## src/design/lc3b_types.sv

```systemverilog
`default_nettype none

package lc3b_types;

	// One data word of the machine.
	typedef logic [15:0] lc3b_word;

	// Index of one of the eight general purpose registers.
	typedef logic [2:0] lc3b_reg;

	// Condition codes, ordered as negative, zero, positive.
	typedef logic [2:0] lc3b_nzp;

	// Opcodes as they appear in bits 15:12 of the instruction word.
	typedef enum logic [3:0] {
		op_br   = 4'b0000,
		op_add  = 4'b0001,
		op_ldb  = 4'b0010,
		op_stb  = 4'b0011,
		op_jsr  = 4'b0100,
		op_and  = 4'b0101,
		op_ldr  = 4'b0110,
		op_str  = 4'b0111,
		op_rti  = 4'b1000,
		op_not  = 4'b1001,
		op_ldi  = 4'b1010,
		op_sti  = 4'b1011,
		op_jmp  = 4'b1100,
		op_shf  = 4'b1101,
		op_lea  = 4'b1110,
		op_trap = 4'b1111
	} lc3b_opcode;

	// Operations the ALU can perform.
	typedef enum logic [2:0] {
		alu_add,
		alu_and,
		alu_not,
		alu_pass,
		alu_sll,
		alu_srl,
		alu_sra
	} lc3b_aluop;

	// Source of the second ALU operand.
	typedef enum logic [1:0] {
		alumux_sr2,
		alumux_imm5,
		alumux_imm4
	} lc3b_alumux;

	// Source of the value written back to the register file.
	typedef enum logic {
		wbmux_alu,
		wbmux_lea
	} lc3b_wbmux;

endpackage : lc3b_types

`default_nettype wire

```

## src/design/alu.sv

```systemverilog
`timescale 1ns/10ps
`default_nettype none

module alu (
	input  lc3b_types::lc3b_aluop aluop,
	input  lc3b_types::lc3b_word  a,
	input  lc3b_types::lc3b_word  b,
	output lc3b_types::lc3b_word  f
);

	import lc3b_types::*;

	logic [3:0] shamt;

	// Only the low four bits of b count as a shift amount.
	assign shamt = b[3:0];

	always_comb begin
		case (aluop)
			alu_add:  f = a + b;
			alu_and:  f = a & b;
			alu_not:  f = ~a;
			alu_pass: f = a;
			alu_sll:  f = a << shamt;
			alu_srl:  f = a >> shamt;
			// Sign bit is copied into the vacated positions.
			alu_sra:  f = lc3b_word'($signed(a) >>> shamt);
			default:  f = a;
		endcase
	end

endmodule : alu

`default_nettype wire

```

## src/design/execute_stage.sv

```systemverilog
`timescale 1ns/10ps
`default_nettype none

module execute_stage (
	input  logic                   clk,
	input  logic                   rst_n,
	input  logic                   in_valid,
	input  lc3b_types::lc3b_aluop  aluop,
	input  lc3b_types::lc3b_alumux alumux_sel,
	input  lc3b_types::lc3b_wbmux  wbmux_sel,
	input  logic                   regfile_load,
	input  logic                   cc_load,
	input  lc3b_types::lc3b_reg    sr1,
	input  lc3b_types::lc3b_reg    sr2,
	input  lc3b_types::lc3b_word   sr1_data,
	input  lc3b_types::lc3b_word   sr2_data,
	input  logic [4:0]             imm5,
	input  logic [3:0]             imm4,
	input  lc3b_types::lc3b_word   lea_addr,
	input  lc3b_types::lc3b_reg    dest,
	output logic                   out_valid,
	output logic                   out_load,
	output logic                   out_cc_load,
	output lc3b_types::lc3b_reg    out_dest,
	output lc3b_types::lc3b_word   out_data
);

	import lc3b_types::*;

	logic     fwd_ok;
	lc3b_word op_a;
	lc3b_word op_r2;
	lc3b_word op_b;
	lc3b_word alu_f;
	lc3b_word result;

	// The instruction one ahead sits in our own output register.
	// Its result is taken over the stale register file value.
	assign fwd_ok = out_valid && out_load;
	assign op_a   = (fwd_ok && (out_dest == sr1)) ? out_data : sr1_data;
	assign op_r2  = (fwd_ok && (out_dest == sr2)) ? out_data : sr2_data;

	always_comb begin
		case (alumux_sel)
			alumux_imm5: op_b = {{11{imm5[4]}}, imm5};
			alumux_imm4: op_b = {12'h000, imm4};
			default:     op_b = op_r2;
		endcase
	end

	alu u_alu (
		.aluop (aluop),
		.a     (op_a),
		.b     (op_b),
		.f     (alu_f)
	);

	assign result = (wbmux_sel == wbmux_lea) ? lea_addr : alu_f;

	always_ff @(posedge clk or negedge rst_n) begin
		if (!rst_n) begin
			out_valid   <= 1'b0;
			out_load    <= 1'b0;
			out_cc_load <= 1'b0;
			out_dest    <= '0;
			out_data    <= '0;
		end else begin
			out_valid   <= in_valid;
			out_load    <= regfile_load;
			out_cc_load <= cc_load;
			out_dest    <= dest;
			out_data    <= result;
		end
	end

endmodule : execute_stage

`default_nettype wire

```

## src/design/gen_control.sv

```systemverilog
`timescale 1ns/10ps
`default_nettype none

module gen_control (
	input  lc3b_types::lc3b_opcode opcode,
	input  logic [10:0]            ir_bits,
	output lc3b_types::lc3b_aluop  aluop,
	output lc3b_types::lc3b_alumux alumux_sel,
	output lc3b_types::lc3b_wbmux  wbmux_sel,
	output logic                   regfile_load,
	output logic                   cc_load
);

	import lc3b_types::*;

	always_comb begin
		// Every opcode starts out as an add that writes nothing.
		aluop        = alu_add;
		alumux_sel   = alumux_sr2;
		wbmux_sel    = wbmux_alu;
		regfile_load = 1'b0;
		cc_load      = 1'b0;

		case (opcode)
			op_add: begin
				// Bit 5 set means the imm5 form.
				if (ir_bits[5]) begin
					alumux_sel = alumux_imm5;
				end
				regfile_load = 1'b1;
				cc_load      = 1'b1;
			end
			op_and: begin
				if (ir_bits[5]) begin
					alumux_sel = alumux_imm5;
				end
				aluop        = alu_and;
				regfile_load = 1'b1;
				cc_load      = 1'b1;
			end
			op_not: begin
				aluop        = alu_not;
				regfile_load = 1'b1;
				cc_load      = 1'b1;
			end
			op_shf: begin
				// Bit 4 picks the direction, bit 5 the arithmetic form of a right shift.
				alumux_sel = alumux_imm4;
				if (!ir_bits[4]) begin
					aluop = alu_sll;
				end else if (!ir_bits[5]) begin
					aluop = alu_srl;
				end else begin
					aluop = alu_sra;
				end
				regfile_load = 1'b1;
				cc_load      = 1'b1;
			end
			op_lea: begin
				wbmux_sel    = wbmux_lea;
				regfile_load = 1'b1;
				cc_load      = 1'b1;
			end
			// Memory, control flow and trap opcodes have no effect in this slice.
			op_br, op_jmp, op_jsr, op_ldb, op_ldi, op_ldr,
			op_rti, op_stb, op_sti, op_str, op_trap: begin
			end
			default: begin
			end
		endcase
	end

endmodule : gen_control

`default_nettype wire

```

## src/design/lc3b_exec_slice.sv

```systemverilog
`timescale 1ns/10ps
`default_nettype none

module lc3b_exec_slice (
	input  logic                 clk,
	input  logic                 rst_n,
	input  logic                 instr_valid,
	input  lc3b_types::lc3b_word instr,
	input  lc3b_types::lc3b_word pc,
	output logic                 wb_valid,
	output lc3b_types::lc3b_reg  wb_dest,
	output lc3b_types::lc3b_word wb_data,
	output lc3b_types::lc3b_nzp  cc
);

	import lc3b_types::*;

	// Decode stage signals.
	lc3b_opcode opcode;
	lc3b_aluop  dec_aluop;
	lc3b_alumux dec_alumux_sel;
	lc3b_wbmux  dec_wbmux_sel;
	logic       dec_regfile_load;
	logic       dec_cc_load;
	lc3b_word   rf_sr1_data;
	lc3b_word   rf_sr2_data;
	lc3b_word   dec_lea_addr;

	// Decode/execute registers.
	logic       de_valid;
	lc3b_aluop  de_aluop;
	lc3b_alumux de_alumux_sel;
	lc3b_wbmux  de_wbmux_sel;
	logic       de_regfile_load;
	logic       de_cc_load;
	lc3b_reg    de_sr1;
	lc3b_reg    de_sr2;
	lc3b_word   de_sr1_data;
	lc3b_word   de_sr2_data;
	logic [4:0] de_imm5;
	logic [3:0] de_imm4;
	lc3b_word   de_lea_addr;
	lc3b_reg    de_dest;

	// Execute/writeback register outputs.
	logic       ex_valid;
	logic       ex_load;
	logic       ex_cc_load;
	lc3b_reg    ex_dest;
	lc3b_word   ex_data;
	lc3b_nzp    wb_nzp;

	assign opcode = lc3b_opcode'(instr[15:12]);

	gen_control u_gen_control (
		.opcode       (opcode),
		.ir_bits      (instr[10:0]),
		.aluop        (dec_aluop),
		.alumux_sel   (dec_alumux_sel),
		.wbmux_sel    (dec_wbmux_sel),
		.regfile_load (dec_regfile_load),
		.cc_load      (dec_cc_load)
	);

	// The write port is driven straight from the execute/writeback register.
	regfile u_regfile (
		.clk      (clk),
		.rst_n    (rst_n),
		.load     (wb_valid),
		.dest     (ex_dest),
		.wdata    (ex_data),
		.sr1      (instr[8:6]),
		.sr2      (instr[2:0]),
		.sr1_data (rf_sr1_data),
		.sr2_data (rf_sr2_data)
	);

	// PC plus offset9 in words, turned into a byte address.
	assign dec_lea_addr = pc + {{6{instr[8]}}, instr[8:0], 1'b0};

	always_ff @(posedge clk or negedge rst_n) begin
		if (!rst_n) begin
			de_valid        <= 1'b0;
			de_aluop        <= alu_add;
			de_alumux_sel   <= alumux_sr2;
			de_wbmux_sel    <= wbmux_alu;
			de_regfile_load <= 1'b0;
			de_cc_load      <= 1'b0;
			de_sr1          <= '0;
			de_sr2          <= '0;
			de_sr1_data     <= '0;
			de_sr2_data     <= '0;
			de_imm5         <= '0;
			de_imm4         <= '0;
			de_lea_addr     <= '0;
			de_dest         <= '0;
		end else begin
			de_valid        <= instr_valid;
			de_aluop        <= dec_aluop;
			de_alumux_sel   <= dec_alumux_sel;
			de_wbmux_sel    <= dec_wbmux_sel;
			de_regfile_load <= dec_regfile_load;
			de_cc_load      <= dec_cc_load;
			de_sr1          <= instr[8:6];
			de_sr2          <= instr[2:0];
			de_sr1_data     <= rf_sr1_data;
			de_sr2_data     <= rf_sr2_data;
			de_imm5         <= instr[4:0];
			de_imm4         <= instr[3:0];
			de_lea_addr     <= dec_lea_addr;
			de_dest         <= instr[11:9];
		end
	end

	execute_stage u_execute_stage (
		.clk          (clk),
		.rst_n        (rst_n),
		.in_valid     (de_valid),
		.aluop        (de_aluop),
		.alumux_sel   (de_alumux_sel),
		.wbmux_sel    (de_wbmux_sel),
		.regfile_load (de_regfile_load),
		.cc_load      (de_cc_load),
		.sr1          (de_sr1),
		.sr2          (de_sr2),
		.sr1_data     (de_sr1_data),
		.sr2_data     (de_sr2_data),
		.imm5         (de_imm5),
		.imm4         (de_imm4),
		.lea_addr     (de_lea_addr),
		.dest         (de_dest),
		.out_valid    (ex_valid),
		.out_load     (ex_load),
		.out_cc_load  (ex_cc_load),
		.out_dest     (ex_dest),
		.out_data     (ex_data)
	);

	assign wb_valid = ex_valid && ex_load;
	assign wb_dest  = ex_dest;
	assign wb_data  = ex_data;

	always_comb begin
		if (ex_data[15]) begin
			wb_nzp = 3'b100;
		end else if (ex_data == '0) begin
			wb_nzp = 3'b010;
		end else begin
			wb_nzp = 3'b001;
		end
	end

	// Codes come out of reset as zero.
	always_ff @(posedge clk or negedge rst_n) begin
		if (!rst_n) begin
			cc <= 3'b010;
		end else if (ex_valid && ex_cc_load) begin
			cc <= wb_nzp;
		end
	end

endmodule : lc3b_exec_slice

`default_nettype wire

```

## src/design/regfile.sv

```systemverilog
`timescale 1ns/10ps
`default_nettype none

module regfile (
	input  logic                 clk,
	input  logic                 rst_n,
	input  logic                 load,
	input  lc3b_types::lc3b_reg  dest,
	input  lc3b_types::lc3b_word wdata,
	input  lc3b_types::lc3b_reg  sr1,
	input  lc3b_types::lc3b_reg  sr2,
	output lc3b_types::lc3b_word sr1_data,
	output lc3b_types::lc3b_word sr2_data
);

	import lc3b_types::*;

	lc3b_word regs [8];

	always_ff @(posedge clk or negedge rst_n) begin
		if (!rst_n) begin
			for (int i = 0; i < 8; i++) begin
				regs[i] <= '0;
			end
		end else if (load) begin
			regs[dest] <= wdata;
		end
	end

	// A read of the register being written sees the new value in the same cycle.
	assign sr1_data = (load && (dest == sr1)) ? wdata : regs[sr1];
	assign sr2_data = (load && (dest == sr2)) ? wdata : regs[sr2];

endmodule : regfile

`default_nettype wire

```

## config.mk

```make
export PLATFORM = sky130hd
export DESIGN_NAME = lc3b_exec_slice
export DESIGN_NICKNAME = d
export VERILOG_FILES = /design/src/design/lc3b_types.sv /design/src/design/alu.sv /design/src/design/execute_stage.sv /design/src/design/gen_control.sv /design/src/design/lc3b_exec_slice.sv /design/src/design/regfile.sv
export SDC_FILE = /design/constraint.sdc
export NUM_CORES = 1
export LEC_CHECK = 0
export ABC_AREA = 1
export BUFFER_PORTS_ARGS = -buffer_cell sky130_fd_sc_hd__buf_4
export CORE_MARGIN = 5
export CORE_UTILIZATION = 39
export DETAILED_ROUTE_END_ITERATION = 7
export PLACE_DENSITY_LB_ADDON = 0.3
export SETUP_SLACK_MARGIN = 0.02
export SYNTH_ARGS = -nofsm -noshare
export SYNTH_HDL_FRONTEND = slang
export SYNTH_SLANG_ARGS = --single-unit
```

## constraint.sdc

```tcl
create_clock -name clk -period 3.6 [get_ports clk]
set_input_delay 0.36 -clock clk [delete_from_list [all_inputs] [get_ports clk]]
set_output_delay 0.36 -clock clk [all_outputs]
set_load 0.01 [all_outputs]
```

* After elaboration in Yosys (flattened, before gate mapping)
Cells that the tools add are included.
W data, S select, Z words.
** Storage, ports and cells
- Register bits :: 226
- Bits of input ports :: 35
- Output and inout port bits :: 23
- Word-level logic and storage cells :: 91
** Cells by class
- $add $sub $neg :: 2
- $lt $le $gt $ge :: 4
- Equality and inequality tests :: 16
- Shifts and indexed selects :: 3
- Mux-type cells :: 25
- Bitwise gates (word level) :: 5
- Reductions and logical operators :: 10
** Operator list (number)
- $mux W16 :: 10
- $bwmux W128 :: 1
- $bmux W16 S3 :: 2
- $pmux W16 S6 :: 1
- $demux W16 S3 :: 1
- $add A16 B16 Y16 :: 2
- $pmux W16 S2 :: 1
- $and A16 B16 Y16 :: 1
- $logic_not A16 Y1 :: 1
- $not A16 Y16 :: 1
- $shl A16 B4 Y16 :: 1
- $shr A16 B4 Y16 :: 1
- $sshr A16 B4 Y16 :: 1
- $eq A3 B3 Y1 :: 4
- $eq A4 B4 Y1 const B :: 3
- $ge A4 B4 Y1 const B :: 3
- $not A3 Y4 :: 3
- $eq A3 B3 Y1 const B :: 3
- $pmux W3 S3 :: 1
- $logic_and A1 B1 Y1 :: 6
- $mux W3 :: 2
- $reduce_or A5 Y1 :: 1
- $eq A4 B1 Y1 const B :: 1
- $eq A4 B3 Y1 const B :: 1
- 10 further kinds :: 13

* Longest topological paths before layout
- Depth in word-level cells :: 7
- Gate-level depth with buffers :: 26
- Mapped depth without buffers :: 23

* Cells and area by module
Synthesis repeated with hierarchy kept, for this count alone.
** Unflattened totals
- Cells, all modules :: 2305
- Area total of the unflattened synthesis :: 14980.6 um2
** By module, submodules not included
- regfile :: instances 1, cells an instance 1198, area each 7746.2 um2, seq. area each 3203.1 um2
- alu :: instances 1, cells an instance 615, area each 2837.7 um2, seq. area each 0.0 um2
- lc3b_exec_slice :: instances 1, cells an instance 250, area each 2703.8 um2, seq. area each 1778.0 um2
- execute_stage :: instances 1, cells an instance 223, area each 1592.8 um2, seq. area each 550.5 um2
- gen_control :: instances 1, cells an instance 19, area each 100.1 um2, seq. area each 0.0 um2

* Worst setup path after synthesis
No wires, ideal clock.
- Path kind :: register -> register
- Start point :: register de_alumux_sel[0]
- End point :: register u_execute_stage.out_data[5]
- Library setup time :: 0.116 ns
- Arrival :: 2.826 ns
- Required time :: 3.484 ns
- Path slack :: 0.657 ns
- Cell stages (with the launch flop) :: 22
- Path buffers :: 3
- Period minus slack after synthesis :: 2.943 ns
- Cell sequence :: dfrtp_1 > inv_1 > ha_1 > clkbuf_1 > clkinv_1 > o21ai_0 > nand2_1 > inv_1 > buf_4 > buf_2 > ha_1 > nand3_1 > nand2_1 > inv_1 > o21ai_2 > nand2_1 > nand2_1 > or2_0 > nand2_1 > nand3_1 > nand2_1 > nand2_1
** On the way
- Word-level cells in the longest chain between the ends :: 5
- Elaborated cells between the ends (all ways) :: 10
- Those cells by class :: add/sub: 1; eq/ne: 2; shift: 3; mux: 3; bitwise: 1
** RTL lines
- start, declared :: RTL line lc3b_exec_slice.sv:32 : lc3b_alumux de_alumux_sel;
- start signal, assigned :: RTL line lc3b_exec_slice.sv:85 : de_alumux_sel <= alumux_sr2;
- start signal, assigned :: RTL line lc3b_exec_slice.sv:100 : de_alumux_sel <= dec_alumux_sel;
- $eq A2 B2 Y1 / $eq A2 B1 Y1 (equally long branches) :: RTL line execute_stage.sv:44 : case (alumux_sel)
- $pmux W16 S2 * :: RTL line execute_stage.sv:44
- $add A16 B16 Y16 (tied with other cells) :: RTL line alu.sv:20 : alu_add: f = a + b;
- $pmux W16 S6 * :: RTL line alu.sv:19 : case (aluop)
- $mux W16 * :: RTL line execute_stage.sv:58 : assign result = (wbmux_sel == wbmux_lea) ? lea_addr : alu_f;
- named net u_execute_stage.result[5] :: RTL line execute_stage.sv:35 : lc3b_word result;
- end signal, assigned :: RTL line execute_stage.sv:72 : out_data <= result;
- end, declared :: RTL line execute_stage.sv:25 : output lc3b_types::lc3b_word out_data
The timed path passes the listed nets; every way through them passes the cells marked *.
A chain may end at the register's enable or synchronous reset.

* Worst setup path in the final report
- Start point :: register u_execute_stage.out_valid
- End point :: register u_execute_stage.out_data[9]
** On the way
- Word-level cells in the longest chain between the ends :: 7
- Elaborated cells between the ends (all ways) :: 14
- Those cells by class :: add/sub: 1; shift: 3; mux: 5; bitwise: 2; reduce/logical: 3
** RTL lines
- start, declared :: RTL line execute_stage.sv:21 : output logic out_valid,
- start signal, assigned :: RTL line execute_stage.sv:68 : out_valid <= in_valid;
- $logic_and A1 B1 Y1 *
- $logic_and A1 B1 Y1 :: RTL line execute_stage.sv:41 : assign op_r2 = (fwd_ok && (out_dest == sr2)) ? out_data : sr2_data;
- $mux W16 :: RTL line execute_stage.sv:41
- $pmux W16 S2 :: RTL line execute_stage.sv:44
- $add A16 B16 Y16 (tied with other cells) :: RTL line alu.sv:20
- $pmux W16 S6 * :: RTL line alu.sv:19
- $mux W16 * :: RTL line execute_stage.sv:58
- named net u_execute_stage.result[9] :: RTL line execute_stage.sv:35
Marks and branches as above.

==> flow_summary.yaml <==
power:
  leak_nw: 7.525
  maximum_vdd_drop_mv: 0.3813
  power.density_nw_per_um2: 636.2
floorplan:
  rows: 69
  floorplan.initialDensity: 0.3958
  core-area_um2: 35570
  num_io_pins: 58
  fp.dieW_um: 200.0
  die_h_um: 200.0
  fp.dieArea_um2: 40000
clocking:
  worst_skew_pair.late_latency_ps: 530
  cts_inserted_buffers: 25
  cts.reportedPaths.clkPinSlew_ps: 60
  htreeDepth: 1
  postCtsSetupBuffers: 0
  cts_root_buffer: "sky130_fd_sc_hd__clkbuf_16"
  clock-sinks: 219
  clock_tree.buffer_depth: 3
  cts_tree: "done"
logic_synthesis:
  syn-cell-area_um2: 14080
  synth-seq-cells: 219
  synth_top_area_frac: 0.3875
  ys_warn_count: 0
  synth_top_cell_by_area: "sky130_fd_sc_hd__dfrtp_1"
  yosysUniqueCellTypes: 49
  synth_edf_count: 0
  yosys_most_used_dff: "sky130_fd_sc_hd__dfrtp_1"
  synth.area.top_cells: "sky130_fd_sc_hd__dfrtp_1 (39%), sky130_fd_sc_hd__nand2_1 (14%), sky130_fd_sc_hd__o21ai_0 (11%)"
  postSynth.asyncResetShare: 1.000
  synth_fp_nets: 2047
  syn_avg_cell_area_um2: 7.118
  seq_area_frac_synth: 0.3893
  synthCells: 1978
grt:
  grt_pass1_wl_mm: 77.60
  grt_util_all_layers: 0.2472
  antenna_found_initial: 0
  grt_start_max_net_pins: 105
  vias_in_the_first_global_route: 13199
  gr-total-overflow: 0
timing:
  report.final.slew_viol_count: 0
  setup_viol_count_final: 0
  final.hold.worst_slack_ps: 29.12
  max_freq_ghz: 0.3081
  headroom_to_the_max_slew_limit: 0.2434
  worst_slew_pin_tran_ps: 1132
  timing.final.hold_violations: 0
  final_min_period_over_clock_period: 0.9016
  clock_skew_ps: 20.84
  setup_tns_ps: 0
  rsz_0062_raised_after_global_routing: "no"
  period_needed_ps: 3246
hold_path:
  hold_path.startpoint: "instr[11]"
  timing.hold.worst_endpoint: "de_dest[2]"
  worstHoldPathType: "in2reg"
  min_delay_path_depth: 1
status:
  run_status: "finished clean"
placement:
  place_congestion: 1.097
  hpwl_mm: 35.91
  io_buffers: 57
route:
  tritonroute_pass_1_iters: 6
  route.detailed.vias_per_inst: 5.675
  routed_wire_length_per_instance_um: 20.23
  via_count: 14029
  drt-initial-drc-count: 1456
  postRouteWirelength_mm: 50.00
  count_of_nets_left_with_antenna_violations_after_detail_routing: 0
  remaining_drc_errors: 0
final_layout:
  register_area_um2: 5483
  final_layout_size_suffix_gt1_frac: 0.1049
  antennaDiodeCount: 0
  final_nets: 2063
  multi_input_area_um2: 7348
  post_synthesis_to_final_layout_area_growth_pct: 12.72
  fill_cells: 3667
critical_path:
  crit_path_start: "u_execute_stage.out_valid"
  cpLargestDelayFamily: "simple AND/OR/NAND/NOR gates"
  cp-start-kind: "flip-flop"
  cp_data_arrival_time_ps: 3640
  critical_path_peak_fanout: 18
  cell_with_the_largest_stage_delay_on_the_worst_path: "sky130_fd_sc_hd__dfrtp_1"
  crit_path_max_incr_delay_ps: 340
  crit_required_ps: 4000
  critical_path.reg2reg.startpoint: "u_execute_stage.out_valid"
  critPathKind: "reg2reg"
  crit_path_frequent_cell: "sky130_fd_sc_hd__nand2_1"
  endpoint_kind: "flip-flop"
  r2r-end: "u_execute_stage.out_data[9]"
  reg2reg_slack_ps: 350
  r2r.worst_path.cells: 21
  critical_path.cell_chain: "nand2_2 -> inv_2 -> nand2_2 -> nor2_4 -> nand2_4 -> clkinv_4 -> nand2_4 -> a21oi_4 -> ha_1 -> buf_4 -> nand3_1 -> o21ai_2 -> nand2_1 -> nand2_1 -> nand2_1 -> nand2_1 -> nand2_1 -> nand3_1 -> nand2_1 -> nand2_1 -> nand2_1"
  cp.buffers_inverters: 3
flow_run:
  drv.max_cap_violation_count: 0
-- state kept, by name, indices dropped and copies added (netlist names) --
name	count
u_execute_stage.out_dest	3
de_sr2_data	16
de_dest	3
de_imm4	3
de_imm5	2
u_execute_stage.out_load	1
u_execute_stage.out_data	16
de_lea_addr	16
u_regfile.regs	128
u_execute_stage.out_valid	1
de_wbmux_sel	1
de_sr1_data	16
de_alumux_sel	2
de_aluop	3
cc	3
de_valid	1
de_cc_load	1
de_sr1	3
-- power breakdown --
| group | switching, mW | internal (mW) |
|---|---|---|
| clock | 1.01 | 1.59 |
| sequential | 0.596 | 3.20 |
| combinational | 2.45 | 1.25 |
| total | 4.06 | 6.04 |
-- repair_timing --
action	in CTS	in global routing
endpoints found under the setup margin	0	4
hold endpoints to repair	63	0
gates resized for setup	0	1
hold buffers	7	0
-- per-stage QoR --
step                  util  setup WS, ps  cell area [um^2]  power (mW)  cells
floorplan                -         657.4             14080       6.073   1978
global route        0.4462         39.60             15870       10.77   2472
finish              0.4462         354.2             15870       10.10   2472
CTS                 0.4461         360.0             15870       10.07   2472
global placement    0.4207         425.2             14960       7.412   2421
detailed placement  0.4207         379.1             14960       7.437   2421
-- cells in the final DEF, fill, tap and decap left out, types with 33 or more instances in the layout --
cell / synthesis / layout
sky130_fd_sc_hd__a21oi_1: 145 / 145
sky130_fd_sc_hd__nand3_1: 163 / 163
sky130_fd_sc_hd__ha_1: 33 / 33
sky130_fd_sc_hd__nor2_1: 80 / 80
sky130_fd_sc_hd__buf_4: 4 / 107
sky130_fd_sc_hd__o21ai_0: 310 / 310
sky130_fd_sc_hd__o211ai_1: 75 / 75
sky130_fd_sc_hd__inv_1: 172 / 172
sky130_fd_sc_hd__dfrtp_1: 218 / 217
sky130_fd_sc_hd__nand2_1: 507 / 507
-- synthesized netlist by cell type (8+ instances only) --
master	count
sky130_fd_sc_hd__dfrtp_1	218
sky130_fd_sc_hd__ha_1	33
sky130_fd_sc_hd__nor3_1	11
sky130_fd_sc_hd__nand3_1	163
sky130_fd_sc_hd__inv_2	9
sky130_fd_sc_hd__nand2_2	18
sky130_fd_sc_hd__buf_1	9
sky130_fd_sc_hd__o211ai_1	75
sky130_fd_sc_hd__buf_2	11
sky130_fd_sc_hd__o21ai_0	310
sky130_fd_sc_hd__nor2_1	80
sky130_fd_sc_hd__o21a_1	9
sky130_fd_sc_hd__clkbuf_1	98
sky130_fd_sc_hd__nand2_1	507
sky130_fd_sc_hd__nand3b_1	8
sky130_fd_sc_hd__xor2_1	9
sky130_fd_sc_hd__nand4_1	11
sky130_fd_sc_hd__inv_1	172
sky130_fd_sc_hd__a21oi_1	145
-- final cells by class --
type / instances / area share
Multi-Input combinational cell: 1446 / 0.4630
Clock buffer: 36 / 0.04518
Timing Repair Buffer: 117 / 0.05850
Tap cell: 461 / 0.03635
Clock inverter: 8 / 0.007411
Inverter: 185 / 0.04407
Sequential cell: 219 / 0.3455
-- cell families (layout without fill, tap and decap cells) --
logic type,Yosys count,in the layout,synth area share
AND/OR/NAND/NOR,818,818,0.2493
buffers and inverters,313,346,0.08966
adder cells (fa/ha/maj),34,34,0.03075
XOR/XNOR,16,16,0.009953
flip-flops,219,219,0.3893
AO/OA/AOI/OAI,578,578,0.2311
-- how the worst max path moves through the flow --
stage | slack (ps) | to | depth (start not counted)
final | 350 | u_execute_stage.out_data[9] | 21
after global routing | 40 | u_execute_stage.out_data[15] | 20
after CTS | 360 | u_execute_stage.out_data[9] | 21
after detailed placement | 380 | u_execute_stage.out_data[9] | 21
after global placement | 430 | u_execute_stage.out_data[8] | 21
after floorplan | 660 | u_execute_stage.out_data[5] | 21
-- per-layer routing --
layer  share of wire  GRT usage  up-vias  routed length, um
li1                -          -     6650                  -
met2            0.45     0.3887      574              22520
met4           0.041    0.09484        0               2052
met1            0.44     0.3523     6689              21850
met5               0          0        -                  0
met3           0.072    0.02769      116               3584
-- worst register-to-register path, cell delays in order, from the launching register on --
cell                       delay (ps)
sky130_fd_sc_hd__dfrtp_1          340
sky130_fd_sc_hd__nand2_2          140
sky130_fd_sc_hd__inv_2            170
sky130_fd_sc_hd__nand2_2           80
sky130_fd_sc_hd__nor2_4           150
sky130_fd_sc_hd__nand2_4          170
sky130_fd_sc_hd__clkinv_4         150
sky130_fd_sc_hd__nand2_4           80
sky130_fd_sc_hd__a21oi_4          340
sky130_fd_sc_hd__ha_1             320
sky130_fd_sc_hd__buf_4            150
sky130_fd_sc_hd__nand3_1           80
sky130_fd_sc_hd__o21ai_2          260
sky130_fd_sc_hd__nand2_1           90
sky130_fd_sc_hd__nand2_1          130
sky130_fd_sc_hd__nand2_1          100
sky130_fd_sc_hd__nand2_1           60
sky130_fd_sc_hd__nand2_1           40
sky130_fd_sc_hd__nand3_1           70
sky130_fd_sc_hd__nand2_1           60
sky130_fd_sc_hd__nand2_1          100
sky130_fd_sc_hd__nand2_1           60
(Power assumes the default switching activity.)
